`config.mk`:
```
export PLATFORM = sky130hd
export DESIGN_NAME = cmd_dispatch
export DESIGN_NICKNAME = d
export VERILOG_FILES = /design/src/rtl/usb_bridge_pkg.sv /design/src/rtl/cmd_dispatch.sv
export SDC_FILE = /design/constraint.sdc
export NUM_CORES = 1
export LEC_CHECK = 0
export BUFFER_PORTS_ARGS = -buffer_cell sky130_fd_sc_hd__buf_2
export CORE_MARGIN = 4
export CORE_UTILIZATION = 36
export CTS_CLUSTER_SIZE = 28
export DETAILED_ROUTE_END_ITERATION = 6
export GPL_ROUTABILITY_DRIVEN = 0
export PLACE_DENSITY = 0.66
export SLEW_MARGIN = 20
export SYNTH_ARGS = -nofsm -noshare
export SYNTH_HDL_FRONTEND = slang
export SYNTH_SLANG_ARGS = --single-unit
```
`constraint.sdc`:
```
create_clock -name clk_100 -period 4.59 [get_ports clk_100]
set_input_delay 0.6885 -clock clk_100 [delete_from_list [all_inputs] [get_ports clk_100]]
set_output_delay 0.6885 -clock clk_100 [all_outputs]
set_load 0.1 [all_outputs]
```
`src/rtl/usb_bridge_pkg.sv`:
```
// usb command bridge definitions
package usb_bridge_pkg;

  // ---------------------------------------------------------------------------
  // slave fifo bus geometry
  // ---------------------------------------------------------------------------
  localparam int WORD_W      = 32;
  localparam int HALF_W      = 16;
  localparam int FIFO_ADDR_W = 2;

  // endpoint select codes on faddr
  localparam logic [FIFO_ADDR_W-1:0] OUT_EP_ADDR = 2'd3;
  localparam logic [FIFO_ADDR_W-1:0] IN_EP_ADDR  = 2'd0;

  // ---------------------------------------------------------------------------
  // buffering
  // ---------------------------------------------------------------------------
  localparam int DOWN_DEPTH  = 16;
  localparam int UP_DEPTH    = 16;
  // free slots needed before a read starts, one word may still be in flight
  localparam int DOWN_MARGIN = 2;
  // occupancy and free count width, covers depths up to 31
  localparam int COUNT_W     = 5;

  // 2 s at 100 MHz before the block ram copy comes alive
  localparam int unsigned HOLDOFF_CYCLES = 200_000_000;

  // ---------------------------------------------------------------------------
  // shared types
  // ---------------------------------------------------------------------------
  typedef struct packed {
    logic              valid;
    logic [WORD_W-1:0] data;
  } word_strobe_t;

  // flag a and flag b, active high
  typedef struct packed {
    logic out_ready;
    logic in_ready;
  } fx3_flags_t;

  // all strobes active low
  typedef struct packed {
    logic                   slcs_n;
    logic                   sloe_n;
    logic                   slrd_n;
    logic                   slwr_n;
    logic                   pktend_n;
    logic [FIFO_ADDR_W-1:0] faddr;
  } fx3_ctrl_t;

  typedef enum logic [2:0] {
    IDLE,
    RD_SELECT,
    RD_STROBE,
    RD_WAIT,
    RD_CAPTURE,
    WR_SELECT,
    WR_STROBE,
    WR_PKTEND
  } fx3_state_e;

endpackage

```
`src/rtl/cmd_dispatch.sv`:
```
// command dispatcher
module cmd_dispatch #(
  parameter int unsigned hold_cycles = usb_bridge_pkg::HOLDOFF_CYCLES
) (
  input  logic                         clk_100,
  input  logic                         reset,
  input  logic                         fifo_empty,
  input  usb_bridge_pkg::word_strobe_t fifo_word,
  output logic                         fifo_rd,
  output usb_bridge_pkg::word_strobe_t cmd,
  output usb_bridge_pkg::word_strobe_t bram
);

  // start-up hold-off, saturates at hold_cycles
  logic [$clog2(hold_cycles+1)-1:0] hold_cnt;
  logic                             hold_done;

  // ---------------------------------------------------------------------------
  // command path
  // ---------------------------------------------------------------------------
  // drain as soon as anything is buffered
  assign fifo_rd = !fifo_empty;

  // fifo read data already registered, strobe is its data-valid
  assign cmd = fifo_word;

  // ---------------------------------------------------------------------------
  // hold-off counter
  // ---------------------------------------------------------------------------
  assign hold_done = (hold_cnt >= hold_cycles);

  always_ff @(posedge clk_100) begin
    if (reset) begin
      hold_cnt <= '0;
    end else if (!hold_done) begin
      hold_cnt <= hold_cnt + 1'b1;
    end
  end

  // ---------------------------------------------------------------------------
  // block ram copy
  // ---------------------------------------------------------------------------
  // one cycle behind cmd, halves exchanged
  // forced to zero while the hold-off runs
  always_ff @(posedge clk_100) begin
    if (reset || !hold_done) begin
      bram <= '0;
    end else begin
      bram.valid <= fifo_word.valid;
      // low half goes up, high half goes down
      bram.data  <= {fifo_word.data[usb_bridge_pkg::HALF_W-1:0],
                     fifo_word.data[usb_bridge_pkg::WORD_W-1:usb_bridge_pkg::HALF_W]};
    end
  end

endmodule

```
# Word level (Yosys, flattened, before mapping)
# Cells that the tools add are included.
[totals] register_bits=61 input_bits=36 output_inout_bits=67
[op_classes] add_sub_neg=1 order_cmp=1 n_reduce_logical=3
[ops] op="adder 28 x 1 -> 28 bit, second input constant" n=1
[ops] op="greater-or-equal comparator 28 bit, second input constant" n=1
[ops] op="zero test 1 bit" n=2
[ops] op="logical OR 1 bit" n=1

# Depth between registers and ports, before layout
[depth] word_depth=3 ltp_mapped=7 ltp_nobuf=6

# Worst setup path after synthesis
# Ideal clock, no wire load.
[synth_path] kind="input port to output port" start="in fifo_empty" end="out fifo_rd" arrival_time_ns=1.265 required_time_ns=3.902 setup_slack_ns=2.636 cell_stages=1 cell_sequence="inv_1"
[synth_via] elab_chain_len=1
[synth_lines] element="start, declared" line_no="cmd_dispatch.sv:7" rtl="input logic fifo_empty,"
[synth_lines] element="zero test 1 bit" line_no="cmd_dispatch.sv:22" rtl="assign fifo_rd = !fifo_empty;"
[synth_lines] element="end, declared" line_no="cmd_dispatch.sv:9" rtl="output logic fifo_rd,"
# No other way between the ends.

# Final worst setup path
[layout_path] start="reg hold_cnt[14]" end="reg bram[23] in the netlist's numbering"
[layout_via] elab_chain_len=3
[layout_lines] element="start, declared" line_no="cmd_dispatch.sv:15" rtl="logic [$clog2(hold_cycles+1)-1:0] hold_cnt;"
[layout_lines] element="start signal, assigned" line_no="cmd_dispatch.sv:36" rtl="hold_cnt <= hold_cnt + 1'b1;"
[layout_lines] element="greater-or-equal comparator 28 bit" line_no="cmd_dispatch.sv:30" rtl="assign hold_done = (hold_cnt >= hold_cycles);"
[layout_lines] element="zero test 1 bit" line_no="cmd_dispatch.sv:46" rtl="if (reset || !hold_done) begin"
[layout_lines] element="logical OR 1 bit" line_no="cmd_dispatch.sv:46"
[layout_lines] element="end, declared" line_no="cmd_dispatch.sv:11" rtl="output usb_bridge_pkg::word_strobe_t bram"
# No other way between the ends.
# A chain may end at the register's enable or synchronous reset.

==> flow_summary.toml <==
[run_status]
status = "complete, no violations"

[sta]
holdWs_ns = 0.4834
fin_crit_sh = 0.6035
layout_setup_ws_ns = 1.820
post-route-min-period_ns = 2.770
slew_violations = 0
hold_viol = 0
timing.slew.headroom = 0.4718
setup-violations-final = 0
tightest_slew_ns = 0.7907
rsz0062_at_grt = "no"
fmax_ghz = 0.3610
skew_ns = 0.007124
setup_tns_ns = 0

[synth]
synth_warnings = 0
synth-edff-count = 0
synth_top_area_share = 0.4681
yosys-top-cells-count = "dfxtp_1 (61), buf_4 (34), and2_1 (33)"
synthCells = 283
avgSynthCellArea_um2 = 9.218
synth_nets = 321
synth_area_leaders = "dfxtp_1 (47%), buf_4 (9.8%), and2_1 (7.9%), a21oi_1 (4.4%), o31ai_1 (2.6%)"
synthFlopType = "dfxtp_1"
ys_ff_latch = 61
syn_area_um2 = 2609
yosysUniqueCellTypes = 41
yosysSeqAreaShare = 0.4681
post-synth-top-count-cell = "dfxtp_1"
synth_top_cell_by_area = "dfxtp_1"
synthArstFlopShare = 0

[global_route]
track_usage = 0.1325
grt_pass1_wl_mm = 9.045
antenna_found_initial = 0
grt_pass1_vias = 2064
grt_overflow = 0
grt_max_degree = 41

[route]
drc = 0
antenna_left = 0
wl_per_cell_um = 12.48
drtPass1Iterations = 4
wl_mm = 5.652
drt_first_iter_violations = 147
vias_per_cell = 4.722
vias = 2139

[floorplanning]
core_um2 = 6907
die_area_um2 = 8672
start_util = 0.3777
row_count = 30
die_y_um = 93.13
num_io_pins = 103
fp.dieW_um = 93.13

[clock_network]
path_clk_slew_ns = 0.07
hold_buffers = 0
clockBufferDepth = 2
htreeDepth = 3
cts_resized = 0
cts_tree = "built"
clk_latency_ns = 0.33
cts-root-buf = "clkbuf_8"
cts_made_buffers = 9
cts_num_sinks = 61
cts_setup_buffers = 0

[worst_setup_path]
crit_arrival_ns = 3.04
worstPathMaxFanout = 40
worstSetupPathType = "reg -> reg"
required_ns = 4.86
worstSetupEndpointType = "register"
startpoint_type = "register"

[placement]
numPortBuffers = 102
dp_hpwl_mm = 4.123
dp_slack_ns = 1.802
dp.cells = 437

[finish]
area_growth_pct = 20.77
nets = 390
drive_gt1_frac = 0.3613
layout.cells.non_filler = 453
num_antenna_cells = 0

[job]
cap_viol_max_count = 0

[pwr]
p_leak_nw = 1.339
powerDensity_nw_per_um2 = 381.8
ir_drop_uv = 216.4

[min_path]
hp-class = "reg -> reg"
[cells by family (layout without fill, tap and decap cells)]
family,after synthesis,count (layout),synth area share
xor+xnor,5,5,0.01679
buf+inv,53,127,0.1309
compound gates,49,49,0.1094
mux,2,2,0.008153
fa+ha+maj,2,2,0.009591
simple gates,111,111,0.2571
flops,61,61,0.4681
[worst paths after layout]
check                  to          from  depth (start not counted)  slack, ns
max              bram[23]  hold_cnt[14]                          6       1.82
min          hold_cnt[17]  hold_cnt[17]                          2       0.48
max reg2reg      bram[23]  hold_cnt[14]                          6       1.82
min reg2reg  hold_cnt[17]  hold_cnt[17]                          2       0.48
[metrics by stage]
stage	util	total power [mW]	cell area, um2
final	0.4562	1.203	3151
after global routing	0.4562	1.249	3151
after CTS	0.4562	1.221	3151
after detailed placement	0.4250	0.7055	2935
after global placement	0.4250	0.7044	2935
after floorplan	-	0.6930	2609
[area by class of cell]
type / count / area, um2
Fill cell: 696 / 3756
Sequential cell: 61 / 1221
Multi-Input combinational cell: 169 / 1046
Timing Repair Buffer: 103 / 518.0
Clock buffer: 10 / 127.6
Tap cell: 96 / 120.1
Clock inverter: 6 / 87.58
Inverter: 8 / 30.03
[state kept, by name, summed over array words and instances (netlist names)]
signal	cells
bram	33
hold_cnt	28
[cells in the final DEF, fill, tap and decap left out, types with 3 or more instances in the layout]
master      n
or3_1       9
xnor2_1     4
inv_1       8
o21ai_0    12
or3_2       3
o31ai_1     9
nand3_1    12
clkbuf_8    9
and2_1     33
nor2_1     12
nor3_1      5
a21oi_1    23
dfxtp_1    61
buf_2     102
nand4_1     6
nand2_1    10
or4_1       6
[critical path, cell delays in order (launching register included)]
cell,delay [ns]
dfxtp_1,0.40
nand4_1,0.24
nor4_1,0.29
a22o_2,0.57
nor2b_1,0.72
buf_4,0.32
and2_1,0.16
[report_power, final]
group / internal (mW) / switching (mW)
clock network: 0.306 / 0.204
registers: 0.531 / 0.00232
logic: 0.0238 / 0.135
[routing by layer]
| layer | part of all wire | track usage | routed length (um) |
|---|---|---|---|
| met4 | 0.013 | 0.05861 | 72 |
| met5 | 0 | 0 | 0 |
| met2 | 0.47 | 0.2196 | 2679 |
| met1 | 0.42 | 0.1474 | 2382 |
| met3 | 0.092 | 0.05712 | 518 |
Note: power is estimated with default switching activity, not from simulation.
