### src/rtl/usb_bridge_pkg.sv
// usb command bridge definitions
package usb_bridge_pkg;

  // ---------------------------------------------------------------------------
  // slave fifo bus geometry
  // ---------------------------------------------------------------------------
  localparam int WORD_W      = 32;
  localparam int HALF_W      = 16;
  localparam int FIFO_ADDR_W = 2;

  // endpoint select codes on faddr
  localparam logic [FIFO_ADDR_W-1:0] OUT_EP_ADDR = 2'd3;
  localparam logic [FIFO_ADDR_W-1:0] IN_EP_ADDR  = 2'd0;

  // ---------------------------------------------------------------------------
  // buffering
  // ---------------------------------------------------------------------------
  localparam int DOWN_DEPTH  = 16;
  localparam int UP_DEPTH    = 16;
  // free slots needed before a read starts, one word may still be in flight
  localparam int DOWN_MARGIN = 2;
  // occupancy and free count width, covers depths up to 31
  localparam int COUNT_W     = 5;

  // 2 s at 100 MHz before the block ram copy comes alive
  localparam int unsigned HOLDOFF_CYCLES = 200_000_000;

  // ---------------------------------------------------------------------------
  // shared types
  // ---------------------------------------------------------------------------
  typedef struct packed {
    logic              valid;
    logic [WORD_W-1:0] data;
  } word_strobe_t;

  // flag a and flag b, active high
  typedef struct packed {
    logic out_ready;
    logic in_ready;
  } fx3_flags_t;

  // all strobes active low
  typedef struct packed {
    logic                   slcs_n;
    logic                   sloe_n;
    logic                   slrd_n;
    logic                   slwr_n;
    logic                   pktend_n;
    logic [FIFO_ADDR_W-1:0] faddr;
  } fx3_ctrl_t;

  typedef enum logic [2:0] {
    IDLE,
    RD_SELECT,
    RD_STROBE,
    RD_WAIT,
    RD_CAPTURE,
    WR_SELECT,
    WR_STROBE,
    WR_PKTEND
  } fx3_state_e;

endpackage

### src/rtl/word_fifo.sv
// synchronous word fifo
module word_fifo #(
  parameter int depth = usb_bridge_pkg::DOWN_DEPTH
) (
  input  logic                               clk_100,
  input  logic                               reset,
  input  logic                               wr_en,
  input  logic [usb_bridge_pkg::WORD_W-1:0]  wr_data,
  input  logic                               rd_en,
  output logic [usb_bridge_pkg::WORD_W-1:0]  rd_data,
  output logic                               rd_valid,
  output logic                               empty,
  output logic [usb_bridge_pkg::COUNT_W-1:0] free_count
);

  // word storage
  logic [usb_bridge_pkg::WORD_W-1:0] mem [depth];

  logic [$clog2(depth)-1:0]          wr_ptr;
  logic [$clog2(depth)-1:0]          rd_ptr;
  logic [usb_bridge_pkg::COUNT_W-1:0] count;
  logic                              full;
  logic                              wr_ok;
  logic                              rd_ok;

  assign full  = (count == depth[usb_bridge_pkg::COUNT_W-1:0]);
  assign empty = (count == '0);

  // writes on full and reads on empty fall on the floor
  assign wr_ok = wr_en && !full;
  assign rd_ok = rd_en && !empty;

  assign free_count = depth[usb_bridge_pkg::COUNT_W-1:0] - count;

  // ---------------------------------------------------------------------------
  // pointers and occupancy
  // ---------------------------------------------------------------------------
  always_ff @(posedge clk_100) begin
    if (reset) begin
      wr_ptr <= '0;
      rd_ptr <= '0;
      count  <= '0;
    end else begin
      if (wr_ok) begin
        // explicit wrap for any depth
        wr_ptr <= (wr_ptr == depth - 1) ? '0 : wr_ptr + 1'b1;
      end
      if (rd_ok) begin
        rd_ptr <= (rd_ptr == depth - 1) ? '0 : rd_ptr + 1'b1;
      end
      // simultaneous read and write leaves count alone
      if (wr_ok && !rd_ok) begin
        count <= count + 1'b1;
      end else if (rd_ok && !wr_ok) begin
        count <= count - 1'b1;
      end
    end
  end

  // array write
  always_ff @(posedge clk_100) begin
    if (wr_ok) begin
      mem[wr_ptr] <= wr_data;
    end
  end

  // ---------------------------------------------------------------------------
  // registered read port
  // ---------------------------------------------------------------------------
  always_ff @(posedge clk_100) begin
    if (rd_ok) begin
      rd_data <= mem[rd_ptr];
    end
  end

  // one cycle after an accepted read
  always_ff @(posedge clk_100) begin
    if (reset) begin
      rd_valid <= 1'b0;
    end else begin
      rd_valid <= rd_ok;
    end
  end

endmodule

### config.mk
export PLATFORM = sky130hd
export DESIGN_NAME = word_fifo
export DESIGN_NICKNAME = d
export VERILOG_FILES = /design/src/rtl/usb_bridge_pkg.sv /design/src/rtl/word_fifo.sv
export SDC_FILE = /design/constraint.sdc
export NUM_CORES = 1
export LEC_CHECK = 0
export BUFFER_PORTS_ARGS = -buffer_cell sky130_fd_sc_hd__buf_2
export CAP_MARGIN = 10
export CORE_MARGIN = 2
export CORE_UTILIZATION = 40
export CTS_CLUSTER_DIAMETER = 30
export DETAILED_ROUTE_END_ITERATION = 6
export HOLD_SLACK_MARGIN = 0.15
export PLACE_DENSITY = 0.58
export SLEW_MARGIN = 40
export SYNTH_ARGS = -nofsm -noshare
export SYNTH_HDL_FRONTEND = slang
export SYNTH_SLANG_ARGS = --single-unit
### constraint.sdc
create_clock -name clk_100 -period 3.7 [get_ports clk_100]
set_input_delay 0.74 -clock clk_100 [delete_from_list [all_inputs] [get_ports clk_100]]
set_output_delay 0.74 -clock clk_100 [all_outputs]
set_load 0.02 [all_outputs]
### Word-level counts from Yosys, hierarchy flattened

Memory sizes are Yosys's and may differ from the RTL's. A register that Yosys moved wholly into a read port is not among the register bits.
Cells that the tools add are included.

| storage, ports and cells | value |
|---|---|
| bits in read-only memories | 0 |
| register bits after elaboration | 14 |
| memories kept | 1 |
| bits of input ports | 36 |
| latch bits | 0 |
| output and inout port bits | 39 |
| memory bits (writable) | 512 |

| cells by class | value |
|---|---|
| div/mod/pow operators | 0 |
| mux-type cells | 6 |
| bitwise gates (word level) | 0 |
| multipliers | 0 |
| equal/unequal tests | 3 |
| shift operators | 0 |
| $add $sub $neg | 5 |
| reduce and logical (&&, ||, !) cells | 10 |
| $lt $le $gt $ge | 0 |

Memories:

| name | depth | width | rd ports | clocked after Yosys merged registers in | write ports | line | source |
|---|---|---|---|---|---|---|---|
| mem | 16 | 32 | 1 | 1 | 1 | word_fifo.sv:17 | `logic [usb_bridge_pkg::WORD_W-1:0] mem [depth];` |

Operators by type and width:

| operator | number |
|---|---|
| two-way mux 5 bit | 2 |
| adder 4 x 1 -> 4 bit (second input constant) | 2 |
| equality test 4 bit (second input constant) | 2 |
| two-way mux 4 bit | 2 |
| adder 5 x 1 -> 5 bit (second input constant) | 1 |
| equality test 5 bit (second input constant) | 1 |
| logical NOT 5 bit | 1 |
| subtractor 5 x 1 -> 5 bit (second input constant) | 1 |
| subtractor 5 bit (first input constant) | 1 |
| logical AND 1 bit | 4 |
| logical NOT 1 bit | 4 |
| two-way mux 1 bit | 2 |
| nonzero test 2 bit | 1 |

### Depth between registers and ports, before layout

Gate-level depths: netlist of the first run.

| logic depth | value |
|---|---|
| depth after elaboration | 7 |
| depth in mapped cells | 13 |

### Worst setup path before layout of the first run

Ideal clock, no wire load.

| path | value |
|---|---|
| path type | reg2reg |
| start point | register count[0] (netlist bit) |
| end point | memory mem[3][0] (netlist bit) (enable) |
| slack | -386 ps |
| arrival | 3625 ps |
| period minus slack after synthesis | 4086 ps |
| setup time | 461 ps |
| path buffers | 1 |
| cell stages (with the launch flop) | 9 |
| cell sequence | dfxtp_1 > inv_1 > ha_1 > nor3b_1 > ha_1 > nor2b_1 > buf_2 > nand2_1 > nor3_1 |

| between the ends | value |
|---|---|
| longest elaborated chain between the ends | 5 |

Ends and longest elaborated chain:

| element | line | source |
|---|---|---|
| start: declaration | word_fifo.sv:21 | `logic [usb_bridge_pkg::COUNT_W-1:0] count;` |
| start signal: assignment | word_fifo.sv:53 | `count <= count + 1'b1;` |
| start signal: assignment | word_fifo.sv:55 | `count <= count - 1'b1;` |
| equality test 5 bit | word_fifo.sv:26 | `assign full = (count == depth[usb_bridge_pkg::COUNT_W-1:0]);` |
| logical NOT 1 bit | word_fifo.sv:30 | `assign wr_ok = wr_en && !full;` |
| logical AND 1 bit | word_fifo.sv:30 |  |
| named net wr_ok | word_fifo.sv:23 | `logic wr_ok;` |
| two-way mux 1 bit | word_fifo.sv:62 | `if (wr_ok) begin` |
| two-way mux 1 bit (not written as such) | word_fifo.sv:63 | `mem[wr_ptr] <= wr_data;` |
| end: declaration | word_fifo.sv:17 |  |

The timed path passes the listed nets, and every way through them passes these cells.

### Worst setup path in the final report of the first run

| path | value |
|---|---|
| start point | register count[0] (netlist bit) |
| end point | register count[4] (netlist bit) |

| between the ends | value |
|---|---|
| longest elaborated chain between the ends | 6 |

Ends and longest elaborated chain:

| element |
|---|
| branches (longest 6 deep; another with subtractor 5 x 1 -> 5 bit) |

Several ways; the timed one is not identified. The select of a mux whose other input is x is not followed.
A chain may end at the register's enable or synchronous reset.

==> out/qor.csv, run 1 <==
stage,metric,value,unit
status,status,finished clean,
critical_path,critPathRequiredTime,4200,ps
yosys,synth.avg_cell_area,22.33,µm²
timing,slew_headroom,52.67,%
yosys,synth_edf_count,544,
placement,portBuffers,74,
die,die_x,233.3,µm
timing,finalSetupViolCount,0,
timing,setup-tns-final,0,ps
critical_path,critical_path.top_delay_family,adder cells,
timing,slew_violations,0,
clocking,cts_setup_buffers,0,
yosys,yosys-top-cells-count,"edfxtp_1 (544), mux4_2 (128), a22oi_1 (64)",
placement,gp_congestion,0.7341,
die,start_util,40.27,%
critical_path,path_class,reg2reg,
route,wl_per_cell,24.00,µm
critical_path,worst-path-buf-inv,2,
critical_path,startpoint,count[0],
yosys,seq_area_frac_synth,79.00,%
die,num_io_pins,75,
power_and_ir_drop,total_leakage_power,8.694,nW
timing,post-route-period-util,83.33,%
critical_path,cpPeakStageDelay,350,ps
final_layout,synthToLayoutAreaGrowth,26.37,%
route,drt_iter0_markers,845,
flow_run,drv_cap,0,
yosys,synth_nets,992,
clocking,clock_path_buffers,3,
global_route,grt_max_degree,48,
route,drc,0,
critical_path,start_kind,register,
critical_path,crit_path_frequent_cell,ha_1,
clocking,cts-htree-levels,3,
route,antenna_left,0,
die,rows,84,
yosys,synthFlopType,edfxtp_1,
final_layout,nFillCells,4113,
final_layout,stdcell_count,1894,
clocking,cts_buffers,107,
route,viasPerCell,5.289,
critical_path,crit_arrival,3590,ps
route,routed_wl,45460,µm
global_route,antenna_found_initial,1,
die,core,0.05224,mm²
clocking,hold_buffers,0,
yosys,synth.yosys.warnings,0,
timing,rsz0062_at_grt,false,
critical_path,rr_startpoint,count[0],
power_and_ir_drop,ir_drop,0.0004208,V
placement,dp_cells,1692,
timing,hold_viol,0,
critical_path,critPathCaptureType,register,
timing,worst-slew-pin-transition,707.6,ps
timing,max_clock_freq,324.4,MHz
critical_path,rr_endpoint,count[4],
critical_path,slowest_stage,dfxtp_1,
final_layout,nets,1163,
route,vias,10020,
timing,period_minus_slack,3083,ps
clocking,cts_resized,0,
yosys,synthTopCellsByArea,"edfxtp_1 (78%), mux4_2 (14%), a22oi_1 (2.3%)",
yosys,ys_ff_latch,558,
critical_path,path_cells,inv_1 -> ha_1 -> nor3b_1 -> ha_1 -> nand2b_1 -> ha_1 -> inv_1 -> ha_1 -> a21oi_1 -> a211oi_1 -> a31oi_1 -> mux2_2,
placement,detailed_place_hpwl,25170,µm
yosys,synthCells,942,
clocking,cts_tree,built,
route,firstDrtPassIters,5,
clocking,clock_latency,640,ps
die,die_h,233.3,µm
min_path,hold_class,in2reg,
yosys,async_reset_ff_share,0,%
global_route,grt_pass1_vias,10850,
yosys,synth_area_leader_cell,edfxtp_1,
clocking,cts_num_sinks,558,
global_route,grt_pass1_wl,68790,µm
power_and_ir_drop,p_per_area,761.9,mW/mm²
power_and_ir_drop,power,20.25,mW
clocking,clk_pin_slew_worst_paths,50,ps
yosys,syn_area,0.02103,mm²
critical_path,path_max_fanout,7,
global_route,gr-usage-all-layers,17.44,%
critical_path,timing.reg2reg.setup_slack,620,ps
clocking,cts_root_buf,clkbuf_16,
timing,finClkSkew,22.20,ps
critical_path,endpoint,count[4],
yosys,yosysTopAreaCellShare,77.67,%
critical_path,ff2ff_path_depth,12,
final_layout,antenna_cells,0,
die,die_area,0.05443,mm²
yosys,synthDistinctLibCells,32,
yosys,synth_most_common_cell,edfxtp_1,
global_route,overflow,0,
critical_path,cp.depth,12,
final_layout,layout-drive-gt1-share,36.82,%
[worst reg2reg max path, stage by stage (launching register included)]
cell and delay [ps]:
dfxtp_1 350, inv_1 120, ha_1 190, nor3b_1 290
ha_1 210, nand2b_1 280, ha_1 270, inv_1 120
ha_1 330, a21oi_1 190, a211oi_1 100, a31oi_1 180
mux2_2 350
[area by class of cell]
type / instances / area, µm² / share of cell area (%)
Sequential cell: 558 / 16620 / 62.54
Multi-Input combinational cell: 324 / 4272 / 16.07
Clock buffer: 123 / 2811 / 10.58
Clock inverter: 79 / 1001 / 3.766
Timing Repair Buffer: 114 / 980.9 / 3.691
Tap cell: 688 / 860.8 / 3.239
Inverter: 8 / 30.03 / 0.1130
[routing by layer]
metal,vias to the layer above,track usage (%),share of wire [%]
met5,-,0,0.035
met2,259,28.26,50
met4,2,6.250,2.2
met3,72,3.674,4.9
met1,5332,23.39,43
li1,4353,-,-
[state kept, by name, summed over array words and instances, names as in the netlist]
name / cells
count: 5
mem: 512
rd_data: 32
rd_ptr: 4
rd_valid: 1
wr_ptr: 4
[power breakdown]
part	leakage, nW	switching, mW	internal (mW)
Combinational	1.82	1.46	1.22
Clock	1.83	3.20	6.84
Sequential	5.04	0.191	7.34
[logic make-up (layout without fill, tap and decap cells)]
| kind of cell | Yosys count | count (layout) | synth area share (%) |
|---|---|---|---|
| AO/OA/AOI/OAI | 80 | 80 | 2.742 |
| AND/OR/NAND/NOR | 94 | 94 | 1.886 |
| XOR/XNOR | 7 | 7 | 0.2915 |
| adder cells (fa/ha/maj) | 14 | 14 | 0.8686 |
| multiplexers | 129 | 129 | 13.76 |
| buffers and inverters | 60 | 324 | 1.452 |
| flip-flops | 558 | 558 | 79.00 |
[cell usage in the layout, fill, tap and decap left out, drive strengths merged, types with 5 or more instances in the layout]
| master | n |
|---|---|
| inv | 17 |
| nor2 | 30 |
| ha | 13 |
| a21oi | 9 |
| a22oi | 64 |
| nor3 | 5 |
| edfxtp | 544 |
| buf | 114 |
| mux4 | 128 |
| dfxtp | 14 |
| clkinv | 38 |
| clkinvlp | 12 |
| nand2 | 44 |
| bufinv | 20 |
| clkbuf | 123 |
[through the flow]
| stage | area, µm² | util, % | hold WS [ps] | setup slack (ps) |
|---|---|---|---|---|
| after global routing | 26580 | 50.88 | 478.0 | 318.0 |
| after floorplan | 21050 | - | 498.8 | 469.9 |
| after detailed placement | 22770 | 43.59 | 538.6 | 644.8 |
| final | 26580 | 50.88 | 478.8 | 616.9 |
| after CTS | 26580 | 50.88 | 451.8 | 613.3 |
| after global placement | 22700 | 43.45 | 538.9 | 680.6 |
[worst min path at each step]
| stage | from | endpoint | slack [ps] | depth (start not counted) |
|---|---|---|---|---|
| 2_1_floorplan | count[3] | count[3] | 500 | 2 |
| 3_3_place_gp | count[1] | count[1] | 540 | 2 |
| 3_5_place_dp | count[3] | count[3] | 540 | 2 |
| 4_1_cts | wr_data[14] | mem[1][14] | 450 | 1 |
| 5_1_grt | wr_data[12] | mem[13][12] | 480 | 1 |
| 6_report | wr_data[16] | mem[2][16] | 480 | 1 |
Note: power is estimated with default switching activity, not from simulation.
==> run 2, diff against run 1 <==
PLACE_DENSITY = 0.56   (was 0.58)
clock period = 2.9 ns   (was 3.7 ns; I/O delays follow)
==> run 2 against run 1 <==
  * First-iteration DRC count fell by 21%
  * Final cell count rose by 1.4%
  * Critical path depth fell by 1
  * Utilization fell by 0.24 points
  * Design area fell by 0.47%
  * Sequential share of layout area rose by 0.30 points
  * Via count rose by 0.96%
  * Hold slack got worse by 160 ps
  * Register-to-register slack got worse by 470 ps
  * Clock power rose by 24%
  * Die area did not move
  * Critical path type unchanged
  * Critical endpoint unchanged
  * Largest cell class unchanged
  * Largest power group unchanged
  * Highest routed layer unchanged
==> out/qor.csv, run 2 (synthesis gave the netlist of run 1 again) <==
stage,metric,value,unit
critical_path,crit_path_frequent_cell,ha_1,
clocking,cts_buffers,113,
clocking,cts_num_sinks,558,
final_layout,stdcell_count,1920,
route,drt_iter0_markers,669,
final_layout,top_register,mem,
timing,max_clock_freq,363.0,MHz
route,firstDrtPassIters,5,
critical_path,path_class,reg2reg,
clocking,clock_latency,630,ps
clocking,hold_buffers,0,
global_route,gr-usage-all-layers,17.47,%
final_layout,nets,1183,
timing,worst-slew-pin-transition,700.7,ps
die,start_util,40.27,%
timing,period_minus_slack,2755,ps
die,die_x,233.3,µm
route,vias,10110,
route,viasPerCell,5.268,
placement,detailed_place_hpwl,25460,µm
critical_path,worst-path-buf-inv,1,
die,die_area,0.05443,mm²
final_layout,fin_util,50.64,%
die,rows,84,
final_layout,synthToLayoutAreaGrowth,25.78,%
critical_path,slowest_stage,fa_1,
final_layout,largest_register_ffs,512,
final_layout,layout_commonest_cell,edfxtp_1,
timing,slew_violations,0,
global_route,antenna_found_initial,3,
status,status,finished clean,
critical_path,start_kind,register,
power_and_ir_drop,total_leakage_power,8.681,nW
power_and_ir_drop,power,25.41,mW
clocking,cts_root_buf,clkbuf_16,
global_route,grt_pass1_wl,68920,µm
die,num_io_pins,75,
clocking,clock_path_buffers,3,
critical_path,critPathRequiredTime,3420,ps
critical_path,path_cells,inv_1 -> ha_1 -> nor3b_2 -> ha_1 -> nand2b_1 -> ha_2 -> fa_1 -> nand3b_1 -> a211oi_1 -> a31oi_1 -> mux2_2,
die,die_h,233.3,µm
clocking,cts_setup_buffers,0,
timing,finalSetupViolCount,0,
placement,gp_congestion,0.7070,
power_and_ir_drop,ir_drop,0.0004442,V
clocking,cts_resized,1,
placement,dp_cells,1706,
global_route,grt_pass1_vias,10800,
timing,slew_headroom,53.17,%
critical_path,path_max_fanout,4,
timing,hold_ws,316.7,ps
route,drc,0,
flow_run,drv_cap,0,
timing,post-route-period-util,94.99,%
critical_path,critPathCaptureType,register,
timing,hold_viol,0,
die,core,0.05224,mm²
critical_path,cpPeakStageDelay,400,ps
placement,portBuffers,74,
critical_path,crit_arrival,3270,ps
route,routed_wl,45810,µm
route,wl_per_cell,23.86,µm
route,antenna_left,0,
min_path,hold_class,in2reg,
timing,finClkSkew,17.51,ps
final_layout,reg_top3,"mem (512), rd_data (32), count (5)",
final_layout,final_cell_mix,"edfxtp_1 (544), mux4_2 (128), clkbuf_16 (116), buf_2 (74), a22oi_1 (64)",
critical_path,critical_path.top_delay_family,adder cells,
global_route,overflow,0,
clocking,cts_tree,built,
clocking,cts-htree-levels,3,
final_layout,layout-drive-gt1-share,37.56,%
clocking,clk_pin_slew_worst_paths,40,ps
power_and_ir_drop,p_per_area,960.3,mW/mm²
timing,rsz0062_at_grt,false,
global_route,grt_max_degree,51,
[run 2: cell count changes in the layout (fill, tap and decap cells not counted), moves of 7 or more]
cell / change
buf_4: +26
clkinv_1: +12
buf_12: -9
clkinv_2: +9
bufinv_16: -8
clkinv_4: -7
inv_6: -7
[run 2: per-stage QoR]
step	TNS, ps	setup WS, ps	area, µm²
after floorplan	-115090	-330.1	21060
after global placement	0	76.02	22710
after detailed placement	-4.011	-4.011	22710
after CTS	0	14.17	26440
after global routing	0	4.786	26450
final	0	145.2	26450
[run 2: power breakdown]
part / switching, mW / total, mW / internal, mW
clock: 4.05 / 12.4 / 8.32
combinational: 1.97 / 3.53 / 1.56
sequential: 0.145 / 9.52 / 9.37
total: 6.16 / 25.4 / 19.2
[run 2: worst register-to-register path, delay by kind of cell (launching register included)]
kind | cells | cell delay, ps
compound gates | 2 | 350
mux | 1 | 270
simple gates | 3 | 540
fa+ha+maj | 4 | 1000
buf+inv | 1 | 100
flops | 1 | 380
[run 2: final timing paths]
| kind | startpoint | end | cells after the start | slack, ps |
|---|---|---|---|---|
| worst max-delay path | count[1] | count[4] | 11 | 150 |
| worst min-delay path | reset | rd_valid | 2 | 320 |
| worst max register to register | count[1] | count[4] | 11 | 150 |
| worst min register to register | rd_ptr[1] | rd_ptr[1] | 2 | 550 |
[run 2: metal layers]
layer	up-vias	global-route usage (%)	share of wire (%)
met3	90	4.114	4.9
met4	4	5.912	2.3
met5	-	0	0.072
met2	261	27.74	49
li1	4398	-	-
met1	5361	23.83	44
[run 2: area by class of cell]
class	instances	area, µm²
Clock inverter	83	753.2
Inverter	8	30.03
Tap cell	688	860.8
Sequential cell	558	16620
Multi-Input combinational cell	324	4284
Timing Repair Buffer	128	925.9
Antenna cell	2	5.005
Fill cell	4120	25780
Clock buffer	129	2972
